==> src/include/mem_mux_config.svh <==
//####################################################################
// Build-time sizes for the channel multiplexer and its banks.
// MEM_NB_OUT_CHAN must divide MEM_NB_IN_CHAN evenly.
// MEM_DW must be a multiple of 8 since byte enables cover whole bytes.
//####################################################################

`ifndef MEM_MUX_CONFIG_SVH
`define MEM_MUX_CONFIG_SVH

// initiator channels seen by the multiplexer.
`define MEM_NB_IN_CHAN 4

// bank ports, one single-port bank behind each.
`define MEM_NB_OUT_CHAN 2

// word address width inside one bank, so a bank holds 2**MEM_AW words.
`define MEM_AW 6

`define MEM_DW 32  // data width in bits.

// transaction id width.
// The id is echoed back unchanged in every response.
`define MEM_IW 4

`endif

==> src/logic/mem_mux_pkg.sv <==
//####################################################################
// Request and response payloads shared by channels, mux and banks.
// Field widths come from the config header.
//####################################################################

`include "mem_mux_config.svh"

package mem_mux_pkg;

  // one request beat as presented with req.
  typedef struct packed {
    logic [`MEM_AW-1:0]   addr;  // word address inside the bank.
    logic                 wen;   // high for a read, low for a write.
    logic [`MEM_DW/8-1:0] be;    // byte enables, used by writes only.
    logic [`MEM_DW-1:0]   data;  // write data.
    logic [`MEM_IW-1:0]   id;
  } mem_req_t;

  // Response returned with r_valid one cycle after the grant.
  typedef struct packed {
    logic [`MEM_DW-1:0] data;  // read word, zero for writes.
    logic [`MEM_IW-1:0] id;    // copied from the request.
    logic               opc;   // zero on a normal completion.
  } mem_rsp_t;

  // The response data must be able to carry any word a write
  // can put into a bank.
  localparam int unsigned MEM_REQ_BITS = $bits(mem_req_t);
  localparam int unsigned MEM_RSP_BITS = $bits(mem_rsp_t);

endpackage

==> src/logic/mem_bank.sv <==
//####################################################################
// Single-port word memory with byte enables.
// Grants every request unless stall is high. Answers one cycle later.
// Content is not initialised, so reads of unwritten words give X.
//####################################################################

`timescale 1ns/1ns

`include "mem_mux_config.svh"

module mem_bank (
  input  logic                  clk_i,
  input  logic                  rst_ni,
  input  logic                  stall,

  input  logic                  req,
  input  mem_mux_pkg::mem_req_t req_data,
  output logic                  gnt,

  output logic                  r_valid,
  output mem_mux_pkg::mem_rsp_t rsp
);

  localparam int unsigned DEPTH = 2 ** `MEM_AW;
  localparam int unsigned NBE   = `MEM_DW / 8;

  logic [`MEM_DW-1:0] mem [DEPTH];

  // the bank is free in every cycle it is not stalled.
  assign gnt = req & ~stall;

  //####################################################################
  // storage
  //####################################################################

  always_ff @(posedge clk_i) begin : mem_write
    if (gnt && !req_data.wen) begin
      for (int unsigned b = 0; b < NBE; b++) begin
        if (req_data.be[b]) begin
          mem[req_data.addr][8*b +: 8] <= req_data.data[8*b +: 8];
        end
      end
    end
  end

  //####################################################################
  // response
  //####################################################################

  always_ff @(posedge clk_i or negedge rst_ni) begin : valid_reg
    if (!rst_ni) begin
      r_valid <= 1'b0;
    end else begin
      r_valid <= gnt;  // one response per grant.
    end
  end

  // Payload is only meaningful with r_valid.
  always_ff @(posedge clk_i) begin : rsp_reg
    if (gnt) begin
      rsp.data <= req_data.wen ? mem[req_data.addr] : '0;
      rsp.id   <= req_data.id;
      rsp.opc  <= 1'b0;   // no error sources in this bank.
    end
  end

endmodule

==> config.mk <==
export PLATFORM = sky130hd
export DESIGN_NAME = mem_bank
export DESIGN_NICKNAME = d
export VERILOG_FILES = /design/src/logic/mem_mux_pkg.sv /design/src/logic/mem_bank.sv
export VERILOG_INCLUDE_DIRS = /design/src /design/src/include
export SDC_FILE = /design/constraint.sdc
export NUM_CORES = 2
export LEC_CHECK = 0
export ABC_AREA = 1
export BUFFER_PORTS_ARGS = -buffer_cell sky130_fd_sc_hd__buf_2
export CELL_PAD_IN_SITES_DETAIL_PLACEMENT = 1
export CELL_PAD_IN_SITES_GLOBAL_PLACEMENT = 2
export CORE_MARGIN = 2
export CORE_UTILIZATION = 28
export DETAILED_ROUTE_END_ITERATION = 16
export GPL_ROUTABILITY_DRIVEN = 1
export GPL_TIMING_DRIVEN = 0
export PLACE_DENSITY_LB_ADDON = 0.1
export SYNTH_ARGS = -nofsm -noshare
export SYNTH_HDL_FRONTEND = slang
export SYNTH_SLANG_ARGS = --single-unit
==> constraint.sdc <==
create_clock -name clk_i -period 6.6 [get_ports clk_i]
set_clock_uncertainty 0.1 [all_clocks]
set_input_delay 0.66 -clock clk_i [delete_from_list [all_inputs] [get_ports clk_i]]
set_output_delay 0.66 -clock clk_i [all_outputs]
set_load 0.01 [all_outputs]
Yosys cells after proc, flatten, opt, wreduce, memory -nomap -nowiden
Memories as Yosys holds them, arrays and structs flattened. A register that Yosys moved wholly into a read port is not among the register bits.
Index checks and enable logic that the tools add are counted.
- register bits after elaboration: 5
- bits in writable memories: 2048
- input bits: 51
- output and inout port bits: 39
- logic and storage cells: 20
- memories: 1
- muxes and demuxes: 12
- bitwise operators: 2
- reductions and logical operators: 3
- memory list (name ; depth ; bits a word ; read ports ; clocked after memory_dff ; write ports ; line ; source):
    mem ; 64 ; 32 ; 1 ; 1 ; 1 ; mem_bank.sv:27 ; logic [`MEM_DW-1:0] mem [DEPTH];
- operator list (kind ; number):
    two-way mux 1 bit ; 12
    logical NOT 1 bit ; 2
    AND 1 bit ; 1
    logical AND 1 bit ; 1
    NOT 1 bit ; 1

Longest topological paths before layout
- depth after elaboration: 5
- gate-level depth with buffers: 14
- depth with buffers taken out: 11

Least setup slack after synthesis
Ideal clock, no wire load.
- path kind: input port to output port
- start point: input port req
- end point: output port gnt
- arrival: 2378 ps
- data required time: 5840 ps
- path slack: 3462 ps
- stages on the path: 2
- buffers on the path: 0
- cells stage by stage: inv_1 -> nor2_1
- longest elaborated chain between the ends: 1
- ends and longest elaborated chain (item ; line ; source):
    start, declared ; mem_bank.sv:16 ; input logic req,
    AND 1 bit ; mem_bank.sv:30 ; assign gnt = req & ~stall;
    end, declared ; mem_bank.sv:18 ; output logic gnt,
Every way passes these cells.

Worst setup path in the final report
- start point: input port req_data[42] (netlist bit)
- end point: memory mem[24][15] (netlist bit), enable pin
- RTL lines (item ; line ; source):
    start, declared ; mem_bank.sv:17 ; input mem_mux_pkg::mem_req_t req_data,
    end, declared ; mem_bank.sv:27 ;
No word-level cell before the write port.

==> results.py <==
metrics = {
    "run_status": {
        "outcome": "finished, violations left",
        "violations": "capacitance limit, slew limit",
    },
    "place": {
        "globalplace.congestion": 0.872,
        "io_buffer_count": 86,
        "dpl.hpwl_microns": 285000,
        "pre_cts_slack_ps": 1280,
    },
    "timing": {
        "setup_tns_ps": 0,
        "finalSetupViolations": 0,
        "tightest_slew_ps": 1550,
        "min_period_over_period": 0.671,
        "slew_viol_final": 5,
        "rsz0062_at_grt": "false",
        "min_period_ps": 4430,
        "hold_viol_final": 0,
        "slew-limit-headroom": -0.0416,
        "fmax_ghz": 0.226,
        "postLayoutSetupSlackWorst_ps": 2170,
    },
    "critical_path": {
        "cp-end-kind": "flip-flop",
        "cp_max_fo": 10,
        "cp_slowest_cell": "nor2_1",
        "max_stage_delay_ps": 1210,
        "cp.arrival_ps": 4830,
        "worstSetupPathType": "in2reg",
        "crit_chain": "buf_2 > buf_6 > buf_2 > nor2_2 > inv_1 > nor2_2 > nand2_1 > nor2_1",
        "required_ps": 7000,
        "cp-start-kind": "input port",
        "reg2reg_slack_ps": 3630,
    },
    "die": {
        "die-height_microns": 565,
        "die_area_sq_um": 319000,
        "rows": 205,
        "fp.dieW_microns": 565,
        "start_util": 0.282,
        "coreArea_sq_um": 312000,
        "ios": 90,
    },
    "grt": {
        "grt_usage": 0.239,
        "grt_max_degree": 65,
        "grt_pass1_wl_microns": 524000,
        "grt_pass1_vias": 63923,
        "antenna_found_initial": 58,
        "grt_overflow_total": 0,
    },
    "synthesis": {
        "ys_seq_area_frac": 0.711,
        "syn-instance-count": 8731,
        "synthesis.nets": 8782,
        "synthArstFlopShare": 0.000480,
        "syn_area_sq_um": 88100,
        "yosysUniqueCellTypes": 21,
        "synth-edff-count": 2084,
        "synth_ff_type": "edfxtp_1",
        "syn_area_per_cell_sq_um": 10.1,
        "synth_seq_cells": 2085,
        "ys_warn_count": 0,
    },
    "pwr": {
        "p_leak_nw": 42.0,
        "p_int_mw": 23.0,
        "swShare": 0.247,
        "power_frac_clock": 0.451,
        "powerDensity_nw_per_um2": 296,
        "switching_power_mw": 7.55,
        "vdd_drop_max_uv": 202,
        "power_frac_seq": 0.477,
        "comb_power_share": 0.072,
    },
    "cts": {
        "clock_latency_ps": 940,
        "clk_pin_slew_worst_paths_ps": 60,
        "clockBufferDepth": 4,
        "tritoncts": "yes",
        "cts_setup_buffers": 0,
        "numCtsBuffers": 245,
        "cts.sinks": 2085,
        "htreeDepth": 4,
        "cts-root-buf": "clkbuf_16",
        "hold_buffers": 9,
        "cts_resized": 0,
    },
    "finish": {
        "area_delta_synth_final_pct": 17.3,
        "largest_reg_flops": 2048,
        "nFillCells": 35043,
        "multiInputGateArea_sq_um": 23400,
        "seqCellArea_sq_um": 62600,
        "fin_nets": 9186,
        "drive_gt1_frac": 0.0861,
    },
    "detailed_routing": {
        "avgRoutedWirePerCell_microns": 28.6,
        "drcViolationCount": 0,
        "drt-initial-drc-count": 5234,
        "viasPerCell": 4.68,
        "drt_first_pass_iters": 5,
        "drtAntennaViolNets": 0,
        "vias": 63165,
        "drt_wl_total_microns": 386000,
    },
    "worst_hold_path": {
        "min_path_type": "in2reg",
    },
    "flow_run": {
        "max-cap-violations": 1,
    },
}
## metal layers
| metal | track usage | up-vias | part of all wire |
|---|---|---|---|
| li1 | - | 29114 | - |
| met1 | 0.333 | 32177 | 0.46 |
| met3 | 0.0299 | 430 | 0.044 |
| met4 | 0.0668 | 8 | 0.030 |
| met5 | 0 | - | 0.00015 |
| met2 | 0.389 | 1436 | 0.46 |
## placed cells by master (no fill, tap or decap)
| master | count |
|---|---|
| a21oi_1 | 32 |
| buf_1 | 50 |
| buf_12 | 9 |
| buf_16 | 27 |
| buf_2 | 297 |
| buf_4 | 38 |
| buf_6 | 19 |
| buf_8 | 19 |
| bufinv_16 | 29 |
| clkbuf_1 | 186 |
| clkbuf_16 | 250 |
| clkbuf_2 | 6 |
| clkinv_1 | 71 |
| clkinv_16 | 1 |
| clkinv_2 | 40 |
| clkinv_4 | 3 |
| clkinv_8 | 3 |
| clkinvlp_4 | 4 |
| conb_1 | 1 |
| dfrtp_1 | 1 |
| diode_2 | 28 |
| dlygate4sd3_1 | 9 |
| edfxtp_1 | 2084 |
| inv_1 | 19 |
| inv_16 | 2 |
| inv_2 | 3 |
| inv_6 | 3 |
| nand2_1 | 5760 |
| nand3_1 | 4 |
| nor2_1 | 297 |
| nor2_2 | 38 |
| nor2_4 | 6 |
| nor3_1 | 5 |
| nor3_2 | 4 |
| o211ai_1 | 7 |
| o21ai_0 | 3 |
| o21ai_1 | 7 |
| or2_2 | 3 |
## area by class of cell
cell class	count	share of cell area
Sequential cell	2085	0.606
Multi-Input combinational cell	6167	0.227
Clock buffer	297	0.0620
Tap cell	4140	0.0501
Buffer	456	0.0208
Timing Repair Buffer	157	0.0183
Clock inverter	155	0.0148
Inverter	23	0.000847
Antenna cell	28	0.000678
## Yosys cell counts (4+ instances only)
master    instances  share of area
nand2_1        5760           0.25
buf_6            14         0.0018
clkbuf_1        144         0.0061
o211ai_1          7        0.00060
nand3_1           4        0.00023
buf_1            50         0.0021
edfxtp_1       2084           0.71
nor3_1            9        0.00051
buf_4             7        0.00060
a21oi_1          32         0.0018
inv_1            19        0.00081
o21ai_1           7        0.00040
buf_2           241          0.014
nor2_2           10        0.00071
nor2_1          331          0.014
## power groups by stage
| stage | registers, mW | logic, mW | clock network, mW |
|---|---|---|---|
| 6_report | 14.6 | 2.20 | 13.8 |
| 5_1_grt | 14.6 | 2.38 | 14.5 |
| 4_1_cts | 14.6 | 2.23 | 14.0 |
| 3_5_place_dp | 14.9 | 2.22 | 0 |
| 2_1_floorplan | 14.9 | 0.908 | 0 |
| 3_3_place_gp | 14.9 | 2.14 | 0 |
## logic make-up after synthesis
| logic type | synth area share |
|---|---|
| other | 0.0000426 |
| AND/OR/NAND/NOR | 0.261 |
| flip-flops | 0.711 |
| buffers and inverters | 0.0253 |
| AO/OA/AOI/OAI | 0.00298 |
## final timing paths
path                                        from               endpoint  cells after the start
max                                 req_data[42]  mem[24][15]$_DFFE_PP_                      8
min                                 req_data[13]   mem[58][9]$_DFFE_PP_                      1
max reg2reg                mem[17][29]$_DFFE_PP_  rsp[34]$_SDFFCE_PN0N_                     10
min reg2reg                 mem[53][4]$_DFFE_PP_   rsp[9]$_SDFFCE_PN0N_                     10
max in group asynchronous                 rst_ni      r_valid$_DFF_PN0_                      3
min in group asynchronous                 rst_ni      r_valid$_DFF_PN0_                      3
## critical path: cells and delay by family
kind | cells | cell delay (ps)
buf+inv | 4 | 920
simple gates | 4 | 3190
## per-stage QoR
step	hold slack [ps]	utilization	total power, mW	cells	cell area, sq um
finish	101	0.331	30.6	13508	103000
global route	58.4	0.331	31.5	13483	103000
CTS	30.4	0.330	30.9	13476	103000
detailed placement	335	0.305	17.1	13015	95200
global placement	335	0.300	17.0	12957	93700
floorplan	264	-	15.8	8731	88100
Note: power is estimated with default switching activity, not from simulation.
